===== src/common/board_pkg.sv =====
// shared bus types, memory map and i/o offsets for the main cpu bus glue; referenced by scope
package board_pkg;

    // default ram depths in words, as address bits
    localparam int WRAM_AW = 15;
    localparam int PAL_AW  = 11;

    // cpu word address, a[23:1]
    typedef logic [23:1] cpu_addr_t;

    // byte address, decoded by page for regions and by high part for the i/o window
    typedef union packed {
        struct packed {
            logic [3:0]  page;
            logic [19:0] rest;
        } region;
        struct packed {
            logic [11:0] high;
            logic [11:0] offset;
        } io;
    } bus_addr_u;

    // cpu side of the bus, strobes active low
    typedef struct packed {
        logic      as_n;
        logic      rw;
        logic      uds_n;
        logic      lds_n;
        cpu_addr_t addr;
    } cpu_bus_t;

    // one region at most per bus cycle
    typedef struct packed {
        logic rom;
        logic wram;
        logic vdp;
        logic pal;
        logic io;
    } region_sel_t;

    // vdp operation strobes, held until ack
    typedef struct packed {
        logic select_reg;
        logic write_reg;
        logic write_ram;
        logic read_ram_h;
        logic read_ram_l;
        logic set_ram_ptr;
    } vdp_ops_t;

    // cabinet controls, all active low
    typedef struct packed {
        logic [9:0] joy1;
        logic [9:0] joy2;
        logic [3:0] start;
        logic [3:0] coin;
        logic       service;
        logic       test;
    } cabinet_t;

    // memory map
    localparam logic [23:0] ROM_LIMIT = 24'h07FFFF;
    localparam logic [7:0]  WRAM_PAGE = 8'h10;
    localparam logic [3:0]  VDP_PAGE  = 4'h3;
    localparam logic [3:0]  PAL_PAGE  = 4'h4;
    localparam logic [11:0] IO_HIGH   = 12'h700;

    // i/o window byte offsets
    localparam logic [11:0] IO_JUMPER   = 12'h000;
    localparam logic [11:0] IO_DSWA     = 12'h004;
    localparam logic [11:0] IO_DSWB     = 12'h008;
    localparam logic [11:0] IO_P1       = 12'h00C;
    localparam logic [11:0] IO_P2       = 12'h010;
    localparam logic [11:0] IO_SYS      = 12'h01C;
    localparam logic [11:0] IO_OKI_BANK = 12'h030;

    // vdp register offsets, low nibble of the byte address
    localparam logic [3:0] VDP_PTR    = 4'h0;
    localparam logic [3:0] VDP_RAM_H  = 4'h4;
    localparam logic [3:0] VDP_RAM_L  = 4'h6;
    localparam logic [3:0] VDP_SELECT = 4'h8;
    localparam logic [3:0] VDP_REG    = 4'hC;

endpackage

===== src/source/read_mux.sv =====
// registers the word returned to the cpu from whichever region the cycle selected
module read_mux (
    input  logic                   CLK96,
    input  logic                   RESET96,
    input  board_pkg::region_sel_t sel,
    input  logic                   rw,
    input  logic [15:0]            prg_data,
    input  logic [15:0]            vdp_dout,
    input  logic [15:0]            wram_q,
    input  logic [15:0]            pal_q,
    input  logic [15:0]            io_word,
    output logic [15:0]            cpu_din
);

    logic [15:0] next_din;

    // selects are one-hot so order only matters for readability
    always_comb begin
        next_din = 16'h0000;
        if (rw) begin
            if (sel.rom) begin
                next_din = prg_data;
            end else if (sel.wram) begin
                next_din = wram_q;
            end else if (sel.vdp) begin
                next_din = vdp_dout;
            end else if (sel.pal) begin
                next_din = pal_q;
            end else if (sel.io) begin
                next_din = io_word;
            end
        end
    end

    // writes and idle cycles read back zero
    always_ff @(posedge CLK96 or posedge RESET96) begin
        if (RESET96) begin
            cpu_din <= 16'h0000;
        end else begin
            cpu_din <= next_din;
        end
    end

endmodule


===== config.mk =====
export PLATFORM = sky130hd
export DESIGN_NAME = read_mux
export DESIGN_NICKNAME = d
export VERILOG_FILES = /design/src/common/board_pkg.sv /design/src/source/read_mux.sv
export SDC_FILE = /design/constraint.sdc
export NUM_CORES = 1
export LEC_CHECK = 0
export BUFFER_PORTS_ARGS = -buffer_cell sky130_fd_sc_hd__buf_2
export CAP_MARGIN = 20
export CORE_UTILIZATION = 35
export DETAILED_ROUTE_END_ITERATION = 12
export PLACE_DENSITY = 0.73
export SLEW_MARGIN = 15
export SYNTH_ARGS = -nofsm -noshare
export SYNTH_HDL_FRONTEND = slang
export SYNTH_SLANG_ARGS = --single-unit

===== constraint.sdc =====
create_clock -name CLK96 -period 0.8 [get_ports CLK96]
set_input_delay 0 -clock CLK96 [delete_from_list [all_inputs] [get_ports CLK96]]
set_output_delay 0 -clock CLK96 [all_outputs]
set_load 0.005 [all_outputs]

=== Yosys cells after proc, flatten, opt, wreduce, memory -nomap -nowiden ===
Index checks and enable logic that the tools add are counted.

* Muxes and demuxes: 6

{| class="wikitable"
|+ Operator list
! cell !! count
|-
| 16-bit 2-to-1 mux || 6
|}

* Output and inout bits: 16
* Input port bits: 88
* Logic and storage cells: 7
* Register bits: 16

=== Logic depth before layout (Yosys ltp) ===
* Depth after elaboration: 6
* Mapped depth: 5
* Depth with buffers taken out: 3

=== Worst setup path after synthesis ===
Ideal clock, no wire load.

* Kind: input port to flip-flop
* From: in sel[3] (netlist bit)
* To: reg cpu_din[10]
* Required time: 0.678 ns
* Setup time: 0.122 ns
* Arrival: 0.717 ns
* Path buffers: 2
* Slack: -0.039 ns
* Cell stages on the path: 5
* Path through: buf_6 nand2b_4 buf_6 a2bb2oi_1 o2111a_1

* Longest elaborated chain between the ends: 3

{| class="wikitable"
|+ Ends and longest elaborated chain
! element !! RTL line !! text
|-
| from (decl) || read_mux.sv:5 || <nowiki>input board_pkg::region_sel_t sel,</nowiki>
|-
| 16-bit 2-to-1 mux || read_mux.sv:23 || <nowiki>end else if (sel.wram) begin</nowiki>
|-
| 16-bit 2-to-1 mux || read_mux.sv:21 || <nowiki>if (sel.rom) begin</nowiki>
|-
| 16-bit 2-to-1 mux || read_mux.sv:20 || <nowiki>if (rw) begin</nowiki>
|-
| via next_din[10] || read_mux.sv:15 || <nowiki>logic [15:0] next_din;</nowiki>
|-
| to (signal assigned) || read_mux.sv:40 || <nowiki>cpu_din <= next_din;</nowiki>
|-
| to (decl) || read_mux.sv:12 || <nowiki>output logic [15:0] cpu_din</nowiki>
|}

The timed path passes the listed nets, and every way through them passes these cells.

=== Worst setup path after layout ===
* From: reg cpu_din[2]
* To: out cpu_din[2]

No word-level cell between the ends.

==> reports/qor.json <==
{
  "run_status": "complete, no violations",
  "std_cell_rows": 21,
  "cts.clk_slew.worst_paths_ns": 0.07,
  "drt-wirelength-per-cell_um": 13.32,
  "floorplan.core_area_um2": 3468,
  "yosys_register_bits": 16,
  "crit_buf_inv": 1,
  "crit_fanout": 1,
  "synth_largest_area_cell": "dfrtp_1",
  "post_synth_inst_count": 163,
  "track_usage_pct": 21.16,
  "finalHoldViolations": 0,
  "synthesis.area_per_instance_um2": 8.075,
  "chipWidth_um": 63.33,
  "vias_per_cell": 5.166,
  "cts.htree.levels": 1,
  "critical_path_required_ns": 0.80,
  "routed_wl_um": 4170,
  "actual_transition_at_the_worst_max_transition_pin_ns": 0.3355,
  "critical-path-max-stage-delay_ns": 0.38,
  "setup_viol_count_final": 0,
  "grt_start_max_net_pins": 18,
  "post_cts_buffers": 0,
  "fin_area_um2": 1972,
  "grt_first_pass_wirelength_um": 6851,
  "layout-area-overhead-vs-synth_pct": 49.81,
  "worstPathCellList": "buf_2",
  "netlist-cell-type-count": 20,
  "cts_resized": 0,
  "path_class": "flop to output port",
  "path_depth": 1,
  "biggestRegsByFlops": "cpu_din: 16 flops",
  "fin_nets": 357,
  "ys.warnings.count": 0,
  "largest_register": "cpu_din",
  "detailedPlacementHpwl_um": 3227,
  "most-common-layout-cells": "buf_2 (103), nand2_1 (48), inv_1 (16), dfrtp_1 (16)",
  "via_count_of_the_first_global_routing_pass": 1542,
  "cts.sinks": 16,
  "cts_tree": "yes",
  "place_inst": 309,
  "synth_sequential_area_ratio_pct": 30.42,
  "netlist_area_um2": 1316,
  "grt_setup_unrepaired": "false",
  "gp_congestion": 0.8034,
  "initial_utilization_pct": 37.95,
  "floorplan.die.height_um": 63.33,
  "buffer_ports.inserted": 103,
  "power.ir.vdd_worst_mv": 0.5765,
  "largest_reg_flops": 16,
  "critPathLaunchType": "flop",
  "endpoint_kind": "output port",
  "drt-pass1-iter-count": 4,
  "routed-via-count": 1617,
  "layout_commonest_cell": "buf_2",
  "num_antenna_cells": 0,
  "final_cell_count_without_fillers": 313,
  "worstSetupStartpoint": "cpu_din[2]",
  "synth_largest_type_area_fraction_pct": 30.42,
  "numCtsBuffers": 3,
  "crit_family": "flip-flops",
  "finalWorstPathRequiredPeriod_ns": 0.7459,
  "clk_root_buffer_cell": "clkbuf_8",
  "timing.critical_path.to": "cpu_din[2]",
  "dpl-instance-area_um2": 1921,
  "synthesized_nets": 251,
  "nFillCells": 339,
  "clock_path_buffers": 2,
  "worst_path_max_delay_cell": "dfrtp_1",
  "layout_cells_sized_above_1_pct": 44.94,
  "drv_cap": 0,
  "cts_hold_buf": 1,
  "maxClockFrequency_mhz": 1341,
  "fin_crit_sh_pct": 93.24,
  "grt.overflow.total": 0,
  "drcViolationCount": 0,
  "power_density_nw_per_um2": 1147,
  "p_leak_nw": 1.066,
  "antenna_found_initial": 0,
  "timing.hold.worst_path_depth": 4,
  "ioPinCount": 104,
  "floorplan.die_area_um2": 4010,
  "relSlewSlack_pct": 77.63,
  "critical_path_arrival_ns": 0.75,
  "maxSlewViolCount": 0,
  "detail_route.iter0.violations": 71,
  "ant_nets": 0,
  "post_synth_main_area_contributors": "dfrtp_1 (30%), nand2_1 (14%), o2111a_1 (13%)",
  "hold_class": "input port to flop"
}
-- cells in the mapped netlist, drive strengths merged --
| master | number |
|---|---|
| nor2 | 1 |
| inv | 16 |
| clkbuf | 6 |
| o2111a | 15 |
| nand2 | 48 |
| nand3b | 1 |
| dfrtp | 16 |
| o2111ai | 15 |
| nor3b | 1 |
| buf | 9 |
| o31ai | 1 |
| nor2b | 1 |
| a2bb2oi | 15 |
| nand4 | 1 |
| and3 | 1 |
| nand2b | 16 |
-- routing by layer --
metal | vias to the layer above | global-route usage, % | share of wire [%]
li1 | 796 | - | -
met1 | 748 | 27.71 | 44
met2 | 71 | 35.51 | 48
met3 | 2 | 4.529 | 7.2
met4 | 0 | 4.261 | 0.19
met5 | - | 0 | 0
-- per-stage QoR --
stage	setup slack, ns	utilization, %	hold slack (ns)	total power, W	TNS, ns
final	0.05408	56.85	0.08939	0.002262	0
after global routing	0.02163	56.85	0.09941	0.002415	0
after CTS	0.04914	56.85	0.08382	0.002285	0
after detailed placement	-0.09579	55.38	0.02678	0.001670	-1.160
after global placement	-0.07747	55.38	0.03106	0.001666	-1.072
after floorplan	-0.03895	-	-0.08626	0.001277	-0.3895
-- worst min path at each step --
stage                 start  slack, ns           to
2_1_floorplan       RESET96      -0.09   cpu_din[0]
3_3_place_gp        RESET96       0.03  cpu_din[10]
3_5_place_dp        RESET96       0.03   cpu_din[8]
4_1_cts        prg_data[14]       0.08  cpu_din[14]
5_1_grt        prg_data[15]        0.1  cpu_din[15]
6_report       prg_data[14]       0.09  cpu_din[14]
-- report_power, final --
part | switching (W) | leakage [nW] | total [W] | internal (W)
sequential | 0.0000166 | 0.205 | 0.000888 | 0.000871
clock | 0.000271 | 0.0216 | 0.000604 | 0.000333
combinational | 0.000354 | 0.839 | 0.000770 | 0.000416
total | 0.000641 | 1.07 | 0.00226 | 0.00162
-- cell families after synthesis --
kind of cell	share of synthesized area, %
compound gates	33.37
buf+inv	10.93
flops	30.42
simple gates	25.29
-- layout make-up --
class | count | area, um^2 | share of cell area (%)
Multi-Input combinational cell | 116 | 772.0 | 39.15
Timing Repair Buffer | 116 | 640.6 | 32.49
Sequential cell | 16 | 400.4 | 20.30
Inverter | 16 | 60.06 | 3.046
Tap cell | 46 | 57.56 | 2.919
Clock buffer | 3 | 41.29 | 2.094
Note: power is estimated with default switching activity, not from simulation.
