[src/common/board_pkg.sv]
// shared bus types, memory map and i/o offsets for the main cpu bus glue; referenced by scope
package board_pkg;

    // default ram depths in words, as address bits
    localparam int WRAM_AW = 15;
    localparam int PAL_AW  = 11;

    // cpu word address, a[23:1]
    typedef logic [23:1] cpu_addr_t;

    // byte address, decoded by page for regions and by high part for the i/o window
    typedef union packed {
        struct packed {
            logic [3:0]  page;
            logic [19:0] rest;
        } region;
        struct packed {
            logic [11:0] high;
            logic [11:0] offset;
        } io;
    } bus_addr_u;

    // cpu side of the bus, strobes active low
    typedef struct packed {
        logic      as_n;
        logic      rw;
        logic      uds_n;
        logic      lds_n;
        cpu_addr_t addr;
    } cpu_bus_t;

    // one region at most per bus cycle
    typedef struct packed {
        logic rom;
        logic wram;
        logic vdp;
        logic pal;
        logic io;
    } region_sel_t;

    // vdp operation strobes, held until ack
    typedef struct packed {
        logic select_reg;
        logic write_reg;
        logic write_ram;
        logic read_ram_h;
        logic read_ram_l;
        logic set_ram_ptr;
    } vdp_ops_t;

    // cabinet controls, all active low
    typedef struct packed {
        logic [9:0] joy1;
        logic [9:0] joy2;
        logic [3:0] start;
        logic [3:0] coin;
        logic       service;
        logic       test;
    } cabinet_t;

    // memory map
    localparam logic [23:0] ROM_LIMIT = 24'h07FFFF;
    localparam logic [7:0]  WRAM_PAGE = 8'h10;
    localparam logic [3:0]  VDP_PAGE  = 4'h3;
    localparam logic [3:0]  PAL_PAGE  = 4'h4;
    localparam logic [11:0] IO_HIGH   = 12'h700;

    // i/o window byte offsets
    localparam logic [11:0] IO_JUMPER   = 12'h000;
    localparam logic [11:0] IO_DSWA     = 12'h004;
    localparam logic [11:0] IO_DSWB     = 12'h008;
    localparam logic [11:0] IO_P1       = 12'h00C;
    localparam logic [11:0] IO_P2       = 12'h010;
    localparam logic [11:0] IO_SYS      = 12'h01C;
    localparam logic [11:0] IO_OKI_BANK = 12'h030;

    // vdp register offsets, low nibble of the byte address
    localparam logic [3:0] VDP_PTR    = 4'h0;
    localparam logic [3:0] VDP_RAM_H  = 4'h4;
    localparam logic [3:0] VDP_RAM_L  = 4'h6;
    localparam logic [3:0] VDP_SELECT = 4'h8;
    localparam logic [3:0] VDP_REG    = 4'hC;

endpackage
[src/source/io_ports.sv]
// formats cabinet inputs and dip banks into i/o read words and holds the sample bank latch
module io_ports (
    input  logic                   CLK96,
    input  logic                   RESET96,
    input  board_pkg::region_sel_t sel,
    input  logic                   rw,
    input  logic [11:0]            io_offset,
    input  logic [15:0]            cpu_dout,
    input  board_pkg::cabinet_t    cabinet,
    input  logic [7:0]             dipsw_a,
    input  logic [7:0]             dipsw_b,
    input  logic [7:0]             dipsw_c,
    output logic [15:0]            io_word,
    output logic                   oki_bank
);

    logic [7:0] p1_byte;
    logic [7:0] p2_byte;
    logic [7:0] sys_byte;

    // board wants active high, directions reordered
    assign p1_byte = {2'b00, ~cabinet.joy1[5], ~cabinet.joy1[4],
                      ~cabinet.joy1[0], ~cabinet.joy1[1],
                      ~cabinet.joy1[2], ~cabinet.joy1[3]};
    assign p2_byte = {2'b00, ~cabinet.joy2[5], ~cabinet.joy2[4],
                      ~cabinet.joy2[0], ~cabinet.joy2[1],
                      ~cabinet.joy2[2], ~cabinet.joy2[3]};

    // start, coin, test and service share one byte
    assign sys_byte = {1'b0, ~cabinet.start[1], ~cabinet.start[0],
                       ~cabinet.coin[1], ~cabinet.coin[0],
                       ~cabinet.test, 1'b0, ~cabinet.service};

    // byte ports are mirrored on both data lanes
    always_comb begin
        case (io_offset)
            board_pkg::IO_JUMPER: io_word = {2{dipsw_c}};
            board_pkg::IO_DSWA:   io_word = {2{dipsw_a}};
            board_pkg::IO_DSWB:   io_word = {2{dipsw_b}};
            board_pkg::IO_P1:     io_word = {2{p1_byte}};
            board_pkg::IO_P2:     io_word = {2{p2_byte}};
            // third dip bank rides in the upper byte here
            board_pkg::IO_SYS:    io_word = {dipsw_c, sys_byte};
            default:              io_word = 16'h0000;
        endcase
    end

    // adpcm sample bank, only bit 4 matters
    always_ff @(posedge CLK96 or posedge RESET96) begin
        if (RESET96) begin
            oki_bank <= 1'b0;
        end else if (sel.io && !rw && (io_offset == board_pkg::IO_OKI_BANK)) begin
            oki_bank <= cpu_dout[4];
        end
    end

endmodule

[config.mk]
export PLATFORM = sky130hd
export DESIGN_NAME = io_ports
export DESIGN_NICKNAME = d
export VERILOG_FILES = /design/src/common/board_pkg.sv /design/src/source/io_ports.sv
export SDC_FILE = /design/constraint.sdc
export NUM_CORES = 1
export LEC_CHECK = 0
export BUFFER_PORTS_ARGS = -buffer_cell sky130_fd_sc_hd__buf_4
export CAP_MARGIN = 10
export CORE_ASPECT_RATIO = 1.5
export CORE_MARGIN = 1
export CORE_UTILIZATION = 25
export CTS_BUF_LIST = sky130_fd_sc_hd__clkbuf_8 sky130_fd_sc_hd__clkbuf_16
export DETAILED_ROUTE_END_ITERATION = 6
export PLACE_DENSITY = 0.72
export SKIP_CTS_REPAIR_TIMING = 1
export SLEW_MARGIN = 30
export SYNTH_ARGS = -nofsm -noshare
export SYNTH_HDL_FRONTEND = slang
export SYNTH_SLANG_ARGS = --single-unit
[constraint.sdc]
create_clock -name CLK96 -period 0.8 [get_ports CLK96]
set_input_delay 0.04 -clock CLK96 [delete_from_list [all_inputs] [get_ports CLK96]]
set_output_delay 0.04 -clock CLK96 [all_outputs]
set_load 0.03 [all_outputs]
# --- Yosys cells after proc, flatten, opt, wreduce, memory -nomap -nowiden ---
# Index checks and enable logic that the tools add are counted.
# Widths: inputs -> output; s select.
totals:
  output_inout_bits: 17
  word_cells: 30
  inputBits: 90
  ff_bits: 1
op_classes:
  muxes: 1
  n_bitwise: 18
  n_reduce_logical: 4
  n_eq_ne: 6
ops:
  columns: ["operator", "n"]
  rows:
  - ["$pmux 16 s6", 1]
  - ["$eq 12x4->1 const B", 2]
  - ["$eq 12x5->1 const B", 2]
  - ["$not 1->1", 18]
  - ["$eq 12x3->1 const B", 1]
  - ["$eq 12x6->1 const B", 1]
  - ["$logic_not 12->1", 1]
  - ["$logic_and 1x1->1", 2]
  - ["$logic_not 1->1", 1]

# --- Longest topological paths before layout ---
logic_depth:
  depth_word: 3
  depth_mapped: 5
  mapped_depth_nobuf: 3

# --- Worst setup path before layout ---
# Ideal clock, no wire load.
synth_path:
  kind: "input to output"
  startpoint: "input port io_offset[2]"
  endpoint: "output port io_word[7]"
  path_buffers: 2
  required_ps: 760
  arrival_ps: 1247
  cell_stages: 5
  setup_slack_ps: -487
  path_cell_list: "buf_4 clkbuf_2 nand3b_1 o21a_1 nor3_1"
synth_via:
  elab_chain_cells: 2
  word_cells_on_any_way: 7
  cone_classes: "eq/ne: 5; mux: 1; reduce/logical: 1"
synth_lines:
  columns: ["element", "line", "source"]
  rows:
  - ["start: declaration", "io_ports.sv:7", "input logic [11:0] io_offset,"]
  - ["$eq 12x5->1 (tied with other cells)", "io_ports.sv:36", "case (io_offset)"]
  - ["$pmux 16 s6 (*)", "io_ports.sv:36", null]
  - ["end: declaration", "io_ports.sv:13", "output logic [15:0] io_word,"]
# Every way passes the cells marked *; elsewhere a longest branch is shown, timed or not.

# --- Final worst setup path ---
layout_path:
  startpoint: "input port io_offset[0]"
  endpoint: "output port io_word[3]"
# The elaborated chain is that of the path after synthesis.

==> results.cfg <==
[status]
status = finished, violations left
failed_checks = design-rule violations, negative setup slack

[setup_path]
start_kind = input port
startpoint = io_offset[0]
reg2reg_to = oki_bank
regToRegStartpoint = oki_bank
required_ns = 0.76
ff2ff_path_depth = 1
critPathMaxFanout = 8
crit_path_end = io_word[3]
endpoint_kind = output port
reg2reg_slack_ns = 0.06
critical_path_arrival_ns = 1.15
critPathMaxStageDelay_ns = 0.34
path_class = input port to output port
path_cells = buf_4 -> nor4_4 -> nand3b_4 -> buf_12 -> a41oi_4 -> buf_6
cp_slowest_cell = nor4_4

[detailed_routing]
drc_errors = 7
vias_per_cell = 5.23
avgRoutedWirePerCell_um = 13.9
drt-initial-drc-count = 20
drt_first_pass_iters = 7
routed_wl_mm = 2.87
routed-via-count = 1077
ant_nets = 0

[logic_synthesis]
synth_top_area_share_pct = 12.1
synth_fa_ha_area_share_pct = 0
synthTopCellsByArea = mux2_2, nor2b_1, a31oi_1
syn_area_um2 = 653
syn_avg_cell_area_um2 = 7.10
ys_async_sr_fraction_pct = 100
syn_nets = 182
synth_mux_area_share_pct = 15.3
synth_top_family_by_area = simple AND/OR/NAND/NOR gates
synthSimpleGateAreaFrac_pct = 46.4
synth-main-ff-cell = dfrtp_1
synth_compound_area_share_pct = 27.2
synth_top_cell_by_area = mux2_2
synth_warnings = 0
synthXorXnorAreaFrac_pct = 0
synth_cell_types = 30
synth_edf_count = 0
synth-seq-cells = 1
ys_seq_area_share_pct = 3.83
synth_cells = 92

[floorplanning]
dieArea_um2 = 2830
rows = 22
dieWidth_um = 43.7
core_um2 = 2450
start_util_pct = 26.7
ios = 107
die_y_um = 64.6

[global_routing]
track_usage_pct = 19.0
grt_pass1_vias = 1075
antenna_found_initial = 0
overflow = 0
grt_pass1_wl_mm = 4.37
grt_max_degree = 15

[cells_and_area]
regMostFlops = oki_bank
multi_input_area_um2 = 902
top_regs = oki_bank: 1 flops
finish.net_count = 274
largest_reg_flops = 1
postLayoutCoreUtil_pct = 73.3
diodes = 0
stdcell_count = 206
final-seq-area_um2 = 25.0
drive_gt1_share_pct = 74.7
nFillCells = 176
syn2layout_area_growth_pct = 175
finalInstanceArea_um2 = 1800

[timing]
drv_slew = 0
finalSetupViolCount = 17
period_share_pct = 149
post-route-min-period_ns = 1.19
timing.fmax_ghz = 0.841
maxSlewHeadroom_pct = 78.2
rsz0062_at_grt = true
hold_violations = 0
worstMarginPinSlew_ns = 0.323
fin_ws_ns = -0.389
fin_skew_ns = 0
fin_hold_ws_ns = 0.280

[placement]
placed_cell_area_um2 = 1690
gp_congestion = 0.664
dpl.cell_count = 205
io_buffers = 75
dp_hpwl_mm = 2.34

[hold_path]
hold_depth = 2
hold_class = input port to register

[power]
pwr_density_cell_nw_per_um2 = 361
ir_drop_v = 0.000342
leakagePower_nw = 0.744

[clock_network]
clk_pin_slew_ns = 0
clk_latency_ns = 0

[job]
cap_violations = 0
## through the flow
step	setup slack (ns)	setup TNS, ns	total power [mW]
2_1_floorplan	-0.310	-4.48	0.310
3_3_place_gp	-0.425	-6.46	0.609
3_5_place_dp	-0.419	-6.75	0.623
4_1_cts	-0.425	-6.76	0.624
5_1_grt	-0.430	-6.70	0.693
6_report	-0.389	-6.11	0.649
## routing by layer
metal	global-route usage (%)	routed length (µm)
met4	0	16
met3	0.557	215
met5	0	0
met1	20.2	991
met2	40.5	1640
## worst max-delay path: cells and delay by family
kind / cells / cell delay (ns)
buffers and inverters: 3 / 0.46
AND/OR/NAND/NOR: 2 / 0.48
AO/OA/AOI/OAI: 1 / 0.17
## cell type report
class,count,share of cell area (%)
tap,24,1.67
multi-input combinational,82,50.2
timing repair buffer,95,45.9
inverter,4,0.836
sequential,1,1.39
## where the power goes
part	switching [mW]	total, mW	internal [mW]	leakage, nW
logic	0.243	0.598	0.354	0.730
clock network	0	0	0	0
registers	0.0000659	0.0517	0.0516	0.0140
total	0.243	0.649	0.406	0.744
## cell usage after synthesis, types with 2 or more instances
library cell	count
a41oi_1	5
nor4_2	2
and3_2	2
nor2b_1	12
inv_1	4
o21ai_0	7
nand3b_1	2
a31oi_1	9
mux2_2	7
a22oi_1	4
buf_4	3
nand2b_1	8
nand2_1	10
## cells in the final DEF, fill, tap and decap left out, types with 2 or more instances in the layout
cell type | synthesis | routed
o21ai_1 | 0 | 3
mux2_4 | 0 | 2
nand2_2 | 0 | 3
nor2b_1 | 12 | 12
o21ai_2 | 0 | 3
buf_4 | 3 | 72
and3_2 | 2 | 2
buf_6 | 0 | 19
nand2_1 | 10 | 6
a22oi_1 | 4 | 2
a22oi_2 | 0 | 2
nor4_4 | 0 | 2
buf_12 | 0 | 3
nand2b_1 | 8 | 8
a41oi_4 | 0 | 5
a31oi_4 | 0 | 9
inv_1 | 4 | 4
nand3b_1 | 2 | 2
mux2_2 | 7 | 6
## worst min-delay path by stage
stage | startpoint | end | slack, ns
floorplan | RESET96 | oki_bank | -0.23
global placement | RESET96 | oki_bank | -0.11
detailed placement | RESET96 | oki_bank | -0.11
CTS | RESET96 | oki_bank | -0.11
global route | cpu_dout[4] | oki_bank | 0.30
finish | cpu_dout[4] | oki_bank | 0.28
## cells by family (layout without fill, tap and decap cells)
kind of cell    Yosys count  count (layout)
simple gates             46              46
buf+inv                   9              99
mux                       9               9
flops                     1               1
compound gates           27              27
Power figures use the tool's default switching activity.
