**src/common/board_pkg.sv**
```systemverilog
// shared bus types, memory map and i/o offsets for the main cpu bus glue; referenced by scope
package board_pkg;

    // default ram depths in words, as address bits
    localparam int WRAM_AW = 15;
    localparam int PAL_AW  = 11;

    // cpu word address, a[23:1]
    typedef logic [23:1] cpu_addr_t;

    // byte address, decoded by page for regions and by high part for the i/o window
    typedef union packed {
        struct packed {
            logic [3:0]  page;
            logic [19:0] rest;
        } region;
        struct packed {
            logic [11:0] high;
            logic [11:0] offset;
        } io;
    } bus_addr_u;

    // cpu side of the bus, strobes active low
    typedef struct packed {
        logic      as_n;
        logic      rw;
        logic      uds_n;
        logic      lds_n;
        cpu_addr_t addr;
    } cpu_bus_t;

    // one region at most per bus cycle
    typedef struct packed {
        logic rom;
        logic wram;
        logic vdp;
        logic pal;
        logic io;
    } region_sel_t;

    // vdp operation strobes, held until ack
    typedef struct packed {
        logic select_reg;
        logic write_reg;
        logic write_ram;
        logic read_ram_h;
        logic read_ram_l;
        logic set_ram_ptr;
    } vdp_ops_t;

    // cabinet controls, all active low
    typedef struct packed {
        logic [9:0] joy1;
        logic [9:0] joy2;
        logic [3:0] start;
        logic [3:0] coin;
        logic       service;
        logic       test;
    } cabinet_t;

    // memory map
    localparam logic [23:0] ROM_LIMIT = 24'h07FFFF;
    localparam logic [7:0]  WRAM_PAGE = 8'h10;
    localparam logic [3:0]  VDP_PAGE  = 4'h3;
    localparam logic [3:0]  PAL_PAGE  = 4'h4;
    localparam logic [11:0] IO_HIGH   = 12'h700;

    // i/o window byte offsets
    localparam logic [11:0] IO_JUMPER   = 12'h000;
    localparam logic [11:0] IO_DSWA     = 12'h004;
    localparam logic [11:0] IO_DSWB     = 12'h008;
    localparam logic [11:0] IO_P1       = 12'h00C;
    localparam logic [11:0] IO_P2       = 12'h010;
    localparam logic [11:0] IO_SYS      = 12'h01C;
    localparam logic [11:0] IO_OKI_BANK = 12'h030;

    // vdp register offsets, low nibble of the byte address
    localparam logic [3:0] VDP_PTR    = 4'h0;
    localparam logic [3:0] VDP_RAM_H  = 4'h4;
    localparam logic [3:0] VDP_RAM_L  = 4'h6;
    localparam logic [3:0] VDP_SELECT = 4'h8;
    localparam logic [3:0] VDP_REG    = 4'hC;

endpackage
```
**src/source/addr_decode.sv**
```systemverilog
// registers the region selects and i/o offset for each cpu bus cycle and flags slow devices
module addr_decode (
    input  logic                   CLK96,
    input  logic                   RESET96,
    input  board_pkg::cpu_bus_t    bus,
    input  logic                   prg_ok,
    input  logic                   vdp_ack,
    output board_pkg::region_sel_t sel,
    output logic [11:0]            io_offset,
    output logic                   prg_cs,
    output logic                   bus_busy
);

    board_pkg::bus_addr_u   baddr;
    board_pkg::region_sel_t hit;

    // word address back to a byte address, a0 always zero
    assign baddr = {bus.addr, 1'b0};

    always_comb begin
        hit = '0;
        // program rom, 0x000000 - 0x07ffff
        hit.rom  = {baddr.region.page, baddr.region.rest} <= board_pkg::ROM_LIMIT;
        // work ram, 0x100000 - 0x10ffff
        hit.wram = {baddr.region.page, baddr.region.rest[19:16]} == board_pkg::WRAM_PAGE;
        // vdp registers
        hit.vdp  = baddr.region.page == board_pkg::VDP_PAGE;
        // palette ram, cpu side
        hit.pal  = baddr.region.page == board_pkg::PAL_PAGE;
        // i/o window at 0x700xxx
        hit.io   = baddr.io.high == board_pkg::IO_HIGH;
    end

    // selects only live while the strobe is low
    always_ff @(posedge CLK96 or posedge RESET96) begin
        if (RESET96) begin
            sel <= '0;
        end else if (!bus.as_n) begin
            sel <= hit;
        end else begin
            sel <= '0;
        end
    end

    // offset follows the address, decoded downstream only under sel.io or sel.vdp
    always_ff @(posedge CLK96) begin
        io_offset <= baddr.io.offset;
    end

    // rom chip select drops as soon as the cpu ends the cycle
    assign prg_cs = sel.rom & ~bus.as_n;

    // slow devices still owe data
    assign bus_busy = (sel.rom & ~prg_ok) | (sel.vdp & ~vdp_ack);

    // map regions must never overlap
    a_sel_onehot : assert property (
        @(posedge CLK96) disable iff (RESET96)
        $onehot0(sel)
    );

endmodule

```
**config.mk**
```make
export PLATFORM = sky130hd
export DESIGN_NAME = addr_decode
export DESIGN_NICKNAME = d
export VERILOG_FILES = /design/src/common/board_pkg.sv /design/src/source/addr_decode.sv
export SDC_FILE = /design/constraint.sdc
export NUM_CORES = 1
export LEC_CHECK = 0
export ABC_AREA = 0
export BUFFER_PORTS_ARGS = -buffer_cell sky130_fd_sc_hd__buf_2
export CORE_MARGIN = 2
export CORE_UTILIZATION = 29
export DETAILED_ROUTE_END_ITERATION = 12
export GPL_ROUTABILITY_DRIVEN = 0
export HOLD_SLACK_MARGIN = 0.1
export MAX_ROUTING_LAYER = met4
export PLACE_DENSITY = 0.71
export RECOVER_POWER = 25
export SKIP_LAST_GASP = 1
export SLEW_MARGIN = 25
export SYNTH_ARGS = -nofsm -noshare
export SYNTH_HDL_FRONTEND = slang
export SYNTH_SLANG_ARGS = --single-unit
```
**constraint.sdc**
```tcl
create_clock -name CLK96 -period 0.8 [get_ports CLK96]
set_input_delay 0.12 -clock CLK96 [delete_from_list [all_inputs] [get_ports CLK96]]
set_output_delay 0.12 -clock CLK96 [all_outputs]
set_load 0.02 [all_outputs]
```
# After elaboration in Yosys (flattened, before gate mapping)
# Cells that the tools add are included.
dict set report totals {
  output_inout_bits 19
  reg_bits 16
}
dict set report op_classes {
  n_eq_ne 4
  n_bitwise 7
  n_mux 1
  magnitude_cmp 1
}
# cell count
set op_table {}
lappend op_table {{$le A24 B19 Y1 const B} 1}
lappend op_table {{$eq A12 B11 Y1 const B} 1}
lappend op_table {{$eq A8 B5 Y1 const B} 1}
lappend op_table {{$mux W5} 1}
lappend op_table {{$eq A4 B2 Y1 const B} 1}
lappend op_table {{$eq A4 B3 Y1 const B} 1}
lappend op_table {{$and A1 B1 Y1} 3}
lappend op_table {{$not A1 Y1} 3}
lappend op_table {{$or A1 B1 Y1} 1}

# Longest topological paths before layout
dict set report logic_depth {
  ltp_word 3
  ltp_mapped 2
}

# Worst setup path before layout
# No wires, ideal clock.
dict set report synth_path {
  path_type {register to output}
  from {register sel[4] (netlist name)}
  to {output port bus_busy}
  arrival_time_ns 0.891
  path_stages_with_launch 3
  t_required_ns 0.680
  setup_slack_ns -0.211
  path_buffers 0
  cell_sequence {dfrtp_1 -> inv_1 -> o22ai_1}
}
dict set report synth_via {
  elab_chain_cells 2
}
# element line_no
set synth_lines {}
lappend synth_lines {{from (decl)} addr_decode.sv:8} ;# output board_pkg::region_sel_t sel,
lappend synth_lines {{from (signal assigned)} addr_decode.sv:39} ;# sel <= hit;
lappend synth_lines {{$and A1 B1 Y1} addr_decode.sv:54} ;# assign bus_busy = (sel.rom & ~prg_ok) | (sel.vdp & ~vdp_ack);
lappend synth_lines {{$or A1 B1 Y1} addr_decode.sv:54}
lappend synth_lines {{to (decl)} addr_decode.sv:11} ;# output logic bus_busy
# Every way passes these cells.

# Worst setup path in the final report
# Ends and elaborated chain as after synthesis.

==> flow_metrics.env <==
export IMPL_status="complete, but fails checks"
export IMPL_violations="setup timing"
export IMPL_startpoint_type="flop"
export IMPL_postRouteAntennaNets=0
export IMPL_yosysMostFrequentCell="dfxtp_1"
export IMPL_grt_pass1_vias=459
export IMPL_synth_compound_area_frac=0.01348
export IMPL_ys_seq_elements=16
export IMPL_required_ns=0.68
export IMPL_die_width_um=44.01
export IMPL_tritoncts="yes"
export IMPL_postSynth_asyncResetShare=0.3125
export IMPL_min_path_type="primary input to flop"
export IMPL_drv_cap=0
export IMPL_path_delay_family="flip-flops"
export IMPL_critPathArrivalTime_ns=0.98
export IMPL_synth_top_cells_by_count="11 x dfxtp_1, 5 x dfrtp_1, 3 x inv_1"
export IMPL_netlist_area_sq_um=464.2
export IMPL_p_leak_uw=0.0005016
export IMPL_antenna_found_initial=0
export IMPL_crit_path_end_kind="output pin"
export IMPL_cpPeakStageDelay_ns=0.41
export IMPL_power_density_nw_per_um2=1492
export IMPL_synth_top_family_by_area="simple AND/OR/NAND/NOR gates"
export IMPL_port_buffers=45
export IMPL_rows=14
export IMPL_synth_largest_area_cell="dfxtp_1"
export IMPL_avgViaCountPerCell=4.150
export IMPL_wl_per_cell_um=10.93
export IMPL_grt_usage=0.1382
export IMPL_die_area_sq_um=1937
export IMPL_synth_edf_count=0
export IMPL_syn_nets=64
export IMPL_max_freq_mhz=912.3
export IMPL_grt_setup_unrepaired="true"
export IMPL_drt_initial_drc_count=2
export IMPL_syn_area_per_cell_sq_um=14.07
export IMPL_numCtsBuffers=3
export IMPL_route_detailed_drc=0
export IMPL_synthFlopType="dfxtp_1"
export IMPL_vias=469
export IMPL_synthCells=33
export IMPL_worstPathMaxFanout=2
export IMPL_final_nets=129
export IMPL_io_pins=50
export IMPL_area_growth_syn_to_layout_pct=123.2
export IMPL_dr_pass1_iters=2
export IMPL_min_from="bus[21]"
export IMPL_path_buf_inv=2
export IMPL_yosysUniqueCellTypes=16
export IMPL_htree_levels=1
export IMPL_fin_hold_ws_ns=0.07215
export IMPL_ys_seq_area_frac=0.7439
export IMPL_setup_ws_ns=-0.2962
export IMPL_muxShareOfSynthArea=0
export IMPL_coreArea_sq_um=1506
export IMPL_hold_depth=2
export IMPL_yosysTopAreaCellShare=0.4744
export IMPL_holdPathEnd="sel[4]$_DFF_PP0_"
export IMPL_start_util=0.3081
export IMPL_synthSimpleGateAreaFrac=0.1941
export IMPL_maxSlewViolCount=0
export IMPL_overflow=0
export IMPL_clkTransAtPathRegs_ns=0.09
export IMPL_cts_max_path_buffers=2
export IMPL_timing_worst_setup_path_type="flop to output pin"
export IMPL_drt_total_wl_mm=1.235
export IMPL_yosysWarnings=0
export IMPL_cts_sinks=16
export IMPL_instances_no_fill=113
export IMPL_cts_root_buf="clkbuf_4"
export IMPL_ctsHoldBuffers=13
export IMPL_setup_viol=19
export IMPL_grt_pass1_wl_mm=1.849
export IMPL_antenna_cells=0
export IMPL_drive_above_1_share=0.7526
export IMPL_path_cells="inv_2, o22ai_2, buf_6"
export IMPL_period_minus_slack_ns=1.096
export IMPL_synth_fa_ha_area_frac=0
export IMPL_grt_max_degree=10
export IMPL_synth_xor_area_frac=0
export IMPL_fill_cells=115
export IMPL_synthTopCellsByArea="dfxtp_1 47%, dfrtp_1 27%, nor3b_1 3.2%"
export IMPL_ir_drop_mv=0.9067
export IMPL_hold_viol=0
export IMPL_die_h_um=44.01
export IMPL_dp_cells=95
export IMPL_fin_crit_sh=1.370
export IMPL_slowest_stage="dfrtp_2"
[cell usage in the layout (no fill, tap or decap)]
cell type | netlist | layout
buf_2 | 0 | 28
nor4_2 | 1 | 2
dfrtp_1 | 5 | 4
conb_1 | 1 | 1
or3_1 | 1 | 1
dfxtp_2 | 0 | 11
or4_4 | 1 | 2
buf_4 | 1 | 3
nand2_1 | 1 | 1
clkbuf_1 | 0 | 1
or3b_4 | 0 | 1
buf_6 | 0 | 17
clkbuf_4 | 0 | 3
dlymetal6s4s_1 | 0 | 1
nor3b_1 | 2 | 1
nor4b_2 | 1 | 1
nor3b_2 | 0 | 1
inv_2 | 0 | 1
nor2_4 | 0 | 1
o22ai_2 | 0 | 1
dlygate4sd3_1 | 0 | 12
dfrtp_2 | 0 | 1
inv_1 | 3 | 2
[metrics by stage]
step	cell area, sq um	setup TNS (ns)	utilization	total power [uW]	setup slack, ns
floorplan	490.5	-0.3953	-	933.2	-0.1758
detailed placement	743.2	-0.9685	0.4934	1043	-0.2968
finish	1036	-1.626	0.6877	1546	-0.2962
CTS	1020	-1.795	0.6769	1557	-0.3053
global route	1036	-2.336	0.6877	1637	-0.3452
global placement	743.2	-0.9306	0.4934	1038	-0.2812
[cells by family after synthesis]
kind of cell / count (synthesis)
other: 1
flip-flops: 16
AND/OR/NAND/NOR: 11
buffers and inverters: 4
AO/OA/AOI/OAI: 1
[state kept, by name, summed over array words and instances (netlist names)]
name	count
sel	5
io_offset	11
[per-layer routing]
layer	global-route usage	up-vias	part of all wire
li1	-	237	-
met1	0.1425	214	0.33
met2	0.2471	16	0.62
met3	0.03673	2	0.040
met4	0.05455	0	0.0097
met5	-	-	0
[final cells by class]
cell class	instances	area, sq um	area share
multi-input cells	13	131.4	0.1268
repair buffers	61	486.7	0.4698
inverters	3	11.26	0.01087
well taps	16	20.02	0.01932
clock buffers	4	26.28	0.02536
flip-flops and latches	16	360.3	0.3478
[repair_timing]
action	in CTS	in global routing
pin swaps	1	2
setup endpoints to repair	19	20
setup buffers	0	1
resized for setup	46	2
gates cloned	0	0
endpoints found under the hold margin	21	4
[how the worst max path moves through the flow]
stage | endpoint | cells after the start | startpoint | slack, ns
2_1_floorplan | sel[3]$_DFF_PP0_ | 2 | bus[16] | -0.18
3_3_place_gp | sel[3]$_DFF_PP0_ | 3 | bus[16] | -0.28
3_5_place_dp | sel[3]$_DFF_PP0_ | 3 | bus[16] | -0.30
4_1_cts | bus_busy | 3 | sel[4]$_DFF_PP0_ | -0.31
5_1_grt | bus_busy | 3 | sel[4]$_DFF_PP0_ | -0.35
6_report | bus_busy | 3 | sel[4]$_DFF_PP0_ | -0.30
[power by group]
group | switching (uW) | total, uW | leakage (uW) | internal (uW)
clock network | 225 | 418 | 0.0000150 | 193
registers | 14.0 | 851 | 0.000161 | 837
logic | 108 | 276 | 0.000326 | 168
No activity file was read; power rests on OpenSTA's default activity.
