[src/common/board_pkg.sv]
// shared bus types, memory map and i/o offsets for the main cpu bus glue; referenced by scope
package board_pkg;

    // default ram depths in words, as address bits
    localparam int WRAM_AW = 15;
    localparam int PAL_AW  = 11;

    // cpu word address, a[23:1]
    typedef logic [23:1] cpu_addr_t;

    // byte address, decoded by page for regions and by high part for the i/o window
    typedef union packed {
        struct packed {
            logic [3:0]  page;
            logic [19:0] rest;
        } region;
        struct packed {
            logic [11:0] high;
            logic [11:0] offset;
        } io;
    } bus_addr_u;

    // cpu side of the bus, strobes active low
    typedef struct packed {
        logic      as_n;
        logic      rw;
        logic      uds_n;
        logic      lds_n;
        cpu_addr_t addr;
    } cpu_bus_t;

    // one region at most per bus cycle
    typedef struct packed {
        logic rom;
        logic wram;
        logic vdp;
        logic pal;
        logic io;
    } region_sel_t;

    // vdp operation strobes, held until ack
    typedef struct packed {
        logic select_reg;
        logic write_reg;
        logic write_ram;
        logic read_ram_h;
        logic read_ram_l;
        logic set_ram_ptr;
    } vdp_ops_t;

    // cabinet controls, all active low
    typedef struct packed {
        logic [9:0] joy1;
        logic [9:0] joy2;
        logic [3:0] start;
        logic [3:0] coin;
        logic       service;
        logic       test;
    } cabinet_t;

    // memory map
    localparam logic [23:0] ROM_LIMIT = 24'h07FFFF;
    localparam logic [7:0]  WRAM_PAGE = 8'h10;
    localparam logic [3:0]  VDP_PAGE  = 4'h3;
    localparam logic [3:0]  PAL_PAGE  = 4'h4;
    localparam logic [11:0] IO_HIGH   = 12'h700;

    // i/o window byte offsets
    localparam logic [11:0] IO_JUMPER   = 12'h000;
    localparam logic [11:0] IO_DSWA     = 12'h004;
    localparam logic [11:0] IO_DSWB     = 12'h008;
    localparam logic [11:0] IO_P1       = 12'h00C;
    localparam logic [11:0] IO_P2       = 12'h010;
    localparam logic [11:0] IO_SYS      = 12'h01C;
    localparam logic [11:0] IO_OKI_BANK = 12'h030;

    // vdp register offsets, low nibble of the byte address
    localparam logic [3:0] VDP_PTR    = 4'h0;
    localparam logic [3:0] VDP_RAM_H  = 4'h4;
    localparam logic [3:0] VDP_RAM_L  = 4'h6;
    localparam logic [3:0] VDP_SELECT = 4'h8;
    localparam logic [3:0] VDP_REG    = 4'hC;

endpackage
[src/source/vdp_strobes.sv]
// turns cpu accesses to the vdp window into single held operation strobes
module vdp_strobes (
    input  logic                   CLK96,
    input  logic                   RESET96,
    input  board_pkg::region_sel_t sel,
    input  logic                   rw,
    input  logic [11:0]            io_offset,
    input  logic                   vdp_ack,
    output board_pkg::vdp_ops_t    vdp_ops
);

    board_pkg::vdp_ops_t hit;

    // offset nibble plus direction picks the operation
    always_comb begin
        hit = '0;
        if (rw) begin
            case (io_offset[3:0])
                board_pkg::VDP_RAM_H: hit.read_ram_h = 1'b1;
                board_pkg::VDP_RAM_L: hit.read_ram_l = 1'b1;
                default: hit = '0;
            endcase
        end else begin
            case (io_offset[3:0])
                board_pkg::VDP_PTR:    hit.set_ram_ptr = 1'b1;
                // both halves go through the same data port
                board_pkg::VDP_RAM_H,
                board_pkg::VDP_RAM_L:  hit.write_ram   = 1'b1;
                board_pkg::VDP_SELECT: hit.select_reg  = 1'b1;
                board_pkg::VDP_REG:    hit.write_reg   = 1'b1;
                default: hit = '0;
            endcase
        end
    end

    always_ff @(posedge CLK96 or posedge RESET96) begin
        if (RESET96) begin
            vdp_ops <= '0;
        end else if (sel.vdp && (hit != '0)) begin
            // new access replaces whatever was pending
            vdp_ops <= hit;
        end else if (!sel.vdp && vdp_ack) begin
            // ack only counts once the cpu has left the window
            vdp_ops <= '0;
        end
    end

    a_ops_onehot : assert property (
        @(posedge CLK96) disable iff (RESET96)
        $onehot0(vdp_ops)
    );

endmodule

[config.mk]
export PLATFORM = sky130hd
export DESIGN_NAME = vdp_strobes
export DESIGN_NICKNAME = d
export VERILOG_FILES = /design/src/common/board_pkg.sv /design/src/source/vdp_strobes.sv
export SDC_FILE = /design/constraint.sdc
export NUM_CORES = 1
export LEC_CHECK = 0
export ABC_AREA = 1
export BUFFER_PORTS_ARGS = -buffer_cell sky130_fd_sc_hd__buf_4
export CAP_MARGIN = 10
export CORE_AREA = 2 2 39 41
export DETAILED_ROUTE_END_ITERATION = 10
export DIE_AREA = 0 0 41 43
export PLACE_DENSITY = 0.59
export SYNTH_ARGS = -nofsm -noshare
export SYNTH_HDL_FRONTEND = slang
export SYNTH_SLANG_ARGS = --single-unit
[constraint.sdc]
create_clock -name CLK96 -period 0.8 [get_ports CLK96]
set_input_delay 0.08 -clock CLK96 [delete_from_list [all_inputs] [get_ports CLK96]]
set_output_delay 0.08 -clock CLK96 [all_outputs]
set_load 0.02 [all_outputs]
-- Word-level counts from Yosys, hierarchy flattened
Cells that the tools add are included.
- eq/ne operators: 4
- muxes and demuxes: 9
- reductions and logical operators: 7
- operators by type and width (kind ; number):
    two-way mux 6 bit ; 3
    == test 4 x 3 -> 1 bit (second input constant) ; 2
    == test 4 bit (second input constant) ; 2
    two-way mux 1 bit ; 6
    nonzero test 6 bit ; 1
    zero test 4 bit ; 1
    logical AND 1 bit ; 2
    nonzero test 2 bit ; 1
    OR reduction 2 bit ; 1
    zero test 1 bit ; 1
- flip-flop bits (word level): 6
- input bits: 21
- output and inout bits: 6

-- Depth between registers and ports, before layout
Gate-level depths: netlist (run 1).
- depth in word-level cells: 7
- depth in mapped cells: 8
- gate-level depth less buffers: 8

-- Worst setup path after synthesis (run 1)
Ideal clock, no wire load.
- kind: register to register
- from: register vdp_ops[0] (netlist name)
- to: register vdp_ops[0] in the netlist's numbering
- arrival time: 0.583 ns
- required time: 0.678 ns
- slack: 0.095 ns
- stages on the path, launching flop included: 3
- buffers on the path: 0
- clock period less this slack: 0.705 ns
- path through: dfrtp_1 -> nand4_1 -> nand2_1
- RTL lines (element ; line ; text):
    end signal, assigned ; vdp_strobes.sv:41 ; vdp_ops <= hit;
    end, declared ; vdp_strobes.sv:9 ; output board_pkg::vdp_ops_t vdp_ops

-- Worst setup path in the final report (run 1)
- from: register vdp_ops[2] in the netlist's numbering
- to: output port vdp_ops[2] in the netlist's numbering
No word-level cell between the ends.

==> results.yml, run 1 <==
synthesis:
  netlist_instances: 47
  synth_top_cells_by_area: "dfrtp_1 (42%), nand2_1 (14%), nand4_1 (11%), inv_1 (6.3%), nand3_1 (4.2%)"
  yosysTopAreaCellShare_pct: 42.1
  register_area_share_after_synthesis_pct: 42.1
  syn-num-nets: 68
  yosys.area.top_type: "dfrtp_1"
  synthesis.area_per_instance_um2: 7.59
  post_synth_instance_area_um2: 357
  number_of_warning_messages_in_the_yosys_log: 0
  synth.distinct_cells: 14
  ys_seq_elements: 6
clock_tree:
  cts.htree.levels: 1
  clkLatencyLatePin_ps: 240
  cts-root-to-sink-buffers: 2
  cts-root-buf: "clkbuf_4"
  cts-buffers-inserted: 3
  path_clk_slew_ps: 40
  clock_tree_from_tritoncts: "built"
  cts.sink_count: 6
setup_path:
  crit_slowest_cell: "dfrtp_1"
  timing.critical_path.max_delay_family: "flip-flops"
  crit_type: "flip-flop to output port"
  worst-r2r-setup-slack_ps: 30
  cp_slowest_stage_delay_ps: 390
  setup.worst_path.start_class: "flip-flop"
  crit_chain: "buf_6"
  cp.arrival_ps: 760
  critPathBufInv: 1
  endpoint_kind: "output port"
  timing.critical_path.fanout_max: 2
  cp.required_ps: 720
cells_and_area:
  top_registers: "vdp_ops x6"
  antennaDiodeCount: 0
  final.fill_count: 141
  area_delta_synth_final_pct: 75.8
  regArea_um2: 150
  finish.utilization_pct: 45.3
  layout.cells.most_common: "buf_4"
  layout.nets: 100
  drive_above_1_share_pct: 45.5
  multiInputGateArea_um2: 180
  largest_register_ffs: 6
  layout.cells.most_common_list: "buf_4 (20), nand2_1 (13)"
  registers.top_by_ff_count: "vdp_ops"
  layout.cell_area.non_filler_um2: 627
drt:
  postRouteAntennaNets: 0
  route.final.wire_length_um: 847
  vias: 417
  detail_route.iter0.violations: 0
  route.detailed.wl_per_inst_um: 9.11
  via_per_inst: 4.48
  route.detailed.drc: 0
  first_pass_iters: 1
power_and_ir_drop:
  static-leakage-power_nw: 0.355
  post-layout-total-power_mw: 0.747
  irDropWorstVdd_mv: 0.337
  power_density_mw_per_mm2: 1190
placement:
  detailed_place_hpwl_um: 689
  post_dp_cell_area_um2: 527
  gp_congestion: 0.741
  place.port_buffers: 14
global_routing:
  largest_net_degree_at_the_start_of_global_routing: 9
  antenna_violations_before_repair: 0
  gr-max-usage-layer: "met2"
  first_global_vias: 396
  grt_pass1_wl_um: 1440
  use_met3_pct: 1.57
  grt_use_total_pct: 11.9
  grt.met1_usage_pct: 12.9
  grt.met2_usage_pct: 19.7
  grt.overflow.total: 0
floorplan:
  ios: 27
  std_cell_core_area_mm2: 0.00138
  floorplan.initialDensity_pct: 25.8
  fp.dieW_um: 41
  placement_rows: 14
  dieArea_mm2: 0.00176
  die_height_um: 43
timing:
  rsz0062_at_grt: "true"
  max_slew.worst_pin.slew_ps: 241
  finalMaxSlewViolations: 0
  slew_headroom_pct: 83.8
  finalClockSkew_ps: 0
  finalWorstSetupSlack_ps: -42.5
  fin_crit_ps: 843
  final-hold-violation-count: 0
  achievable_freq_mhz: 1190
  period_share_pct: 105
  setup_total_negative_slack_ps: -216
  finalSetupViolations: 6
outcome:
  violations: "negative setup slack"
  outcome: "finished with violations"
worst_hold_path:
  hold_path.class: "input pin to flip-flop"
run:
  max_cap_violations: 0
[cell families (layout without fill, tap and decap cells)]
logic type	Yosys count	in the layout	share of synthesized area (%)
buffers and inverters	7	37	7.37
AND/OR/NAND/NOR	34	34	50.5
flip-flops	6	6	42.1
[worst paths after layout]
kind	startpoint	to	depth (start not counted)
max reg2reg	vdp_ops[2]$_DFFE_PP0P_	vdp_ops[2]$_DFFE_PP0P_	3
min in group asynchronous	RESET96	vdp_ops[3]$_DFFE_PP0P_	3
min reg2reg	vdp_ops[1]$_DFFE_PP0P_	vdp_ops[1]$_DFFE_PP0P_	3
min	io_offset[2]	vdp_ops[5]$_DFFE_PP0P_	4
max	vdp_ops[2]$_DFFE_PP0P_	vdp_ops[2]	1
max in group asynchronous	RESET96	vdp_ops[4]$_DFFE_PP0P_	3
[cell type report]
| cell class | count | area share (%) |
|---|---|---|
| multi-input cells | 34 | 28.7 |
| inverters | 7 | 4.19 |
| well taps | 16 | 3.19 |
| flip-flops and latches | 6 | 24.0 |
| clock buffers | 3 | 3.59 |
| repair buffers | 27 | 36.3 |
[power breakdown]
| group | switching [mW] | total (mW) | internal (mW) | leakage (nW) |
|---|---|---|---|---|
| Sequential | 0.00447 | 0.316 | 0.311 | 0.0833 |
| Clock | 0.103 | 0.272 | 0.169 | 0.0138 |
| Combinational | 0.0769 | 0.160 | 0.0826 | 0.258 |
| Total | 0.184 | 0.747 | 0.563 | 0.355 |
[synthesized netlist by cell type]
cell type   n
nand2_1    13
dfrtp_1     6
inv_1       6
nand4_1     6
nand3_1     3
nor2_1      3
nor3_1      2
nor4_1      2
inv_2       1
nand2_2     1
nand2_4     1
nand3_2     1
nor2_2      1
nor2_4      1
[layer usage]
layer	wire, um	share of wire [%]	vias up
met4	17	2.0	0
met5	0	0	-
met1	357	42	183
li1	-	-	217
met3	56	6.6	2
met2	415	49	15
[through the flow]
step,instances,setup slack [ps],hold slack (ps)
finish,93,-42.5,124
global route,93,-69.5,165
CTS,93,-48.0,128
detailed placement,83,-90.9,8.26
global placement,83,-80.1,1.24
floorplan,47,94.7,-129
[repair_timing]
item,CTS,global route
resized for setup,6,0
setup buffers,6,0
hold endpoints to repair,6,0
setup endpoints to repair,6,7
hold buffers,1,0
Note: power is estimated with default switching activity, not from simulation.
==> run 2: changes to the inputs <==
--- a/config.mk
+++ b/config.mk
@@ -11,7 +11,7 @@
 export CORE_AREA = 2 2 39 41
 export DETAILED_ROUTE_END_ITERATION = 10
 export DIE_AREA = 0 0 41 43
-export PLACE_DENSITY = 0.59
+export PLACE_DENSITY = 0.56
 export SYNTH_ARGS = -nofsm -noshare
 export SYNTH_HDL_FRONTEND = slang
 export SYNTH_SLANG_ARGS = --single-unit
==> constraint.sdc (replaced) <==
create_clock -name CLK96 -period 0.82 [get_ports CLK96]
set_input_delay 0.082 -clock CLK96 [delete_from_list [all_inputs] [get_ports CLK96]]
set_output_delay 0.082 -clock CLK96 [all_outputs]
set_load 0.02 [all_outputs]
==> run 2 against run 1 <==
Critical path type unchanged. Total power decreased by 1.6%. Combinational power about the same. Via count is 0.96% lower. The run still ends with negative setup slack left. Worst hold slack improved by 15 ps. Register-to-register slack about the same. Sequential power decreased by 3%.
==> results.yml, run 2 (same netlist as run 1, synthesis figures left out) <==
power_and_ir_drop:
  power_density_mw_per_mm2: 1170
  irDropWorstVdd_mv: 0.449
  static-leakage-power_nw: 0.355
  post-layout-total-power_mw: 0.735
timing:
  fin_crit_ps: 861
  slew_headroom_pct: 83.4
  finalMaxSlewViolations: 0
  period_share_pct: 105
  max_slew.worst_pin.slew_ps: 247
  finalSetupViolations: 6
  achievable_freq_mhz: 1160
  finalClockSkew_ps: 0
  final-hold-violation-count: 0
  finalWorstSetupSlack_ps: -40.6
  rsz0062_at_grt: "true"
cells_and_area:
  antennaDiodeCount: 0
  area_delta_synth_final_pct: 75.8
  largest_register_ffs: 6
  top_registers: "vdp_ops x6"
  drive_above_1_share_pct: 45.5
  layoutNonFillerInstCount: 93
  finish.utilization_pct: 45.3
  layout.nets: 100
  layout.cells.most_common: "buf_4"
  layout.cells.most_common_list: "buf_4 (20), nand2_1 (13)"
  registers.top_by_ff_count: "vdp_ops"
  layout.cell_area.non_filler_um2: 627
setup_path:
  endpoint_kind: "output port"
  critPathBufInv: 1
  cp.arrival_ps: 780
  crit_chain: "buf_6"
  cp.required_ps: 740
  crit_slowest_cell: "dfrtp_1"
  cp_slowest_stage_delay_ps: 390
  setup.worst_path.start_class: "flip-flop"
  timing.critical_path.fanout_max: 2
  timing.critical_path.max_delay_family: "flip-flops"
  crit_type: "flip-flop to output port"
global_routing:
  grt.overflow.total: 0
  largest_net_degree_at_the_start_of_global_routing: 9
  grt_use_total_pct: 13.5
  grt_pass1_wl_um: 1590
  antenna_violations_before_repair: 0
  first_global_vias: 416
drt:
  route.detailed.drc: 0
  postRouteAntennaNets: 0
  route.detailed.wl_per_inst_um: 10.3
  detail_route.iter0.violations: 16
  route.final.wire_length_um: 957
  vias: 413
  first_pass_iters: 4
  via_per_inst: 4.44
floorplan:
  dieArea_mm2: 0.00176
  placement_rows: 14
  floorplan.initialDensity_pct: 25.8
  ios: 27
  std_cell_core_area_mm2: 0.00138
  die_height_um: 43
  fp.dieW_um: 41
placement:
  place.port_buffers: 14
  post_dp_cell_area_um2: 527
  placement.setup.worst_slack_ps: -87.7
  placed_cells_incl_taps: 83
  gp_congestion: 0.705
clock_tree:
  clock_tree_from_tritoncts: "built"
  cts-buffers-inserted: 3
  cts.htree.levels: 1
  path_clk_slew_ps: 40
  cts-root-to-sink-buffers: 2
  cts.sink_count: 6
  clkLatencyLatePin_ps: 240
  cts-root-buf: "clkbuf_4"
outcome:
  outcome: "finished with violations"
  violations: "negative setup slack"
run:
  max_cap_violations: 0
worst_hold_path:
  hold_path.class: "input pin to flip-flop"
[run 2: repair_timing]
item | in CTS | in global routing
endpoints found under the hold margin | 6 | 0
pin swaps | 0 | 2
buffers inserted | 6 | 0
hold buffers | 1 | 0
resized for setup | 6 | 0
setup endpoints to repair | 6 | 8
[run 2: final timing paths]
| check | startpoint | end | slack [ps] | depth (start not counted) |
|---|---|---|---|---|
| worst max-delay path | vdp_ops[3]$_DFFE_PP0P_ | vdp_ops[3] | -40 | 1 |
| worst min-delay path | io_offset[3] | vdp_ops[2]$_DFFE_PP0P_ | 140 | 4 |
| worst max register to register | vdp_ops[5]$_DFFE_PP0P_ | vdp_ops[5]$_DFFE_PP0P_ | 40 | 3 |
| worst min register to register | vdp_ops[4]$_DFFE_PP0P_ | vdp_ops[4]$_DFFE_PP0P_ | 630 | 3 |
| max in group asynchronous | RESET96 | vdp_ops[1]$_DFFE_PP0P_ | 300 | 3 |
| min in group asynchronous | RESET96 | vdp_ops[2]$_DFFE_PP0P_ | 320 | 3 |
[run 2: power by group]
group,total (mW),switching (mW),internal [mW]
registers,0.308,0.00446,0.304
logic,0.157,0.0767,0.0807
clock network,0.270,0.104,0.165
[run 2: area by class of cell]
cell class              instances  area (um^2)
fillers                       142          757
repair buffers                 27          228
multi-input cells              34          180
flip-flops and latches          6          150
inverters                       7         26.3
clock buffers                   3         22.5
well taps                      16         20.0
[run 2: tightest hold or removal path: cells and delay by family]
family	cells	cell delay [ps]
simple gates	3	150
buf+inv	1	100
[run 2: metal layers]
| layer | vias to the layer above | track usage (%) | part of all wire [%] |
|---|---|---|---|
| met4 | 0 | 10.0 | 0 |
| li1 | 220 | - | - |
| met1 | 178 | 15.4 | 43 |
| met2 | 15 | 21.3 | 50 |
| met5 | - | 0 | 0 |
| met3 | 0 | 1.57 | 6.4 |
[run 2: per-stage QoR]
| stage | hold WS (ps) | TNS, ps |
|---|---|---|
| 2_1_floorplan | -127 | 0 |
| 4_1_cts | 123 | -190 |
| 3_3_place_gp | 14.4 | -284 |
| 3_5_place_dp | 19.8 | -347 |
| 6_report | 139 | -136 |
| 5_1_grt | 168 | -332 |
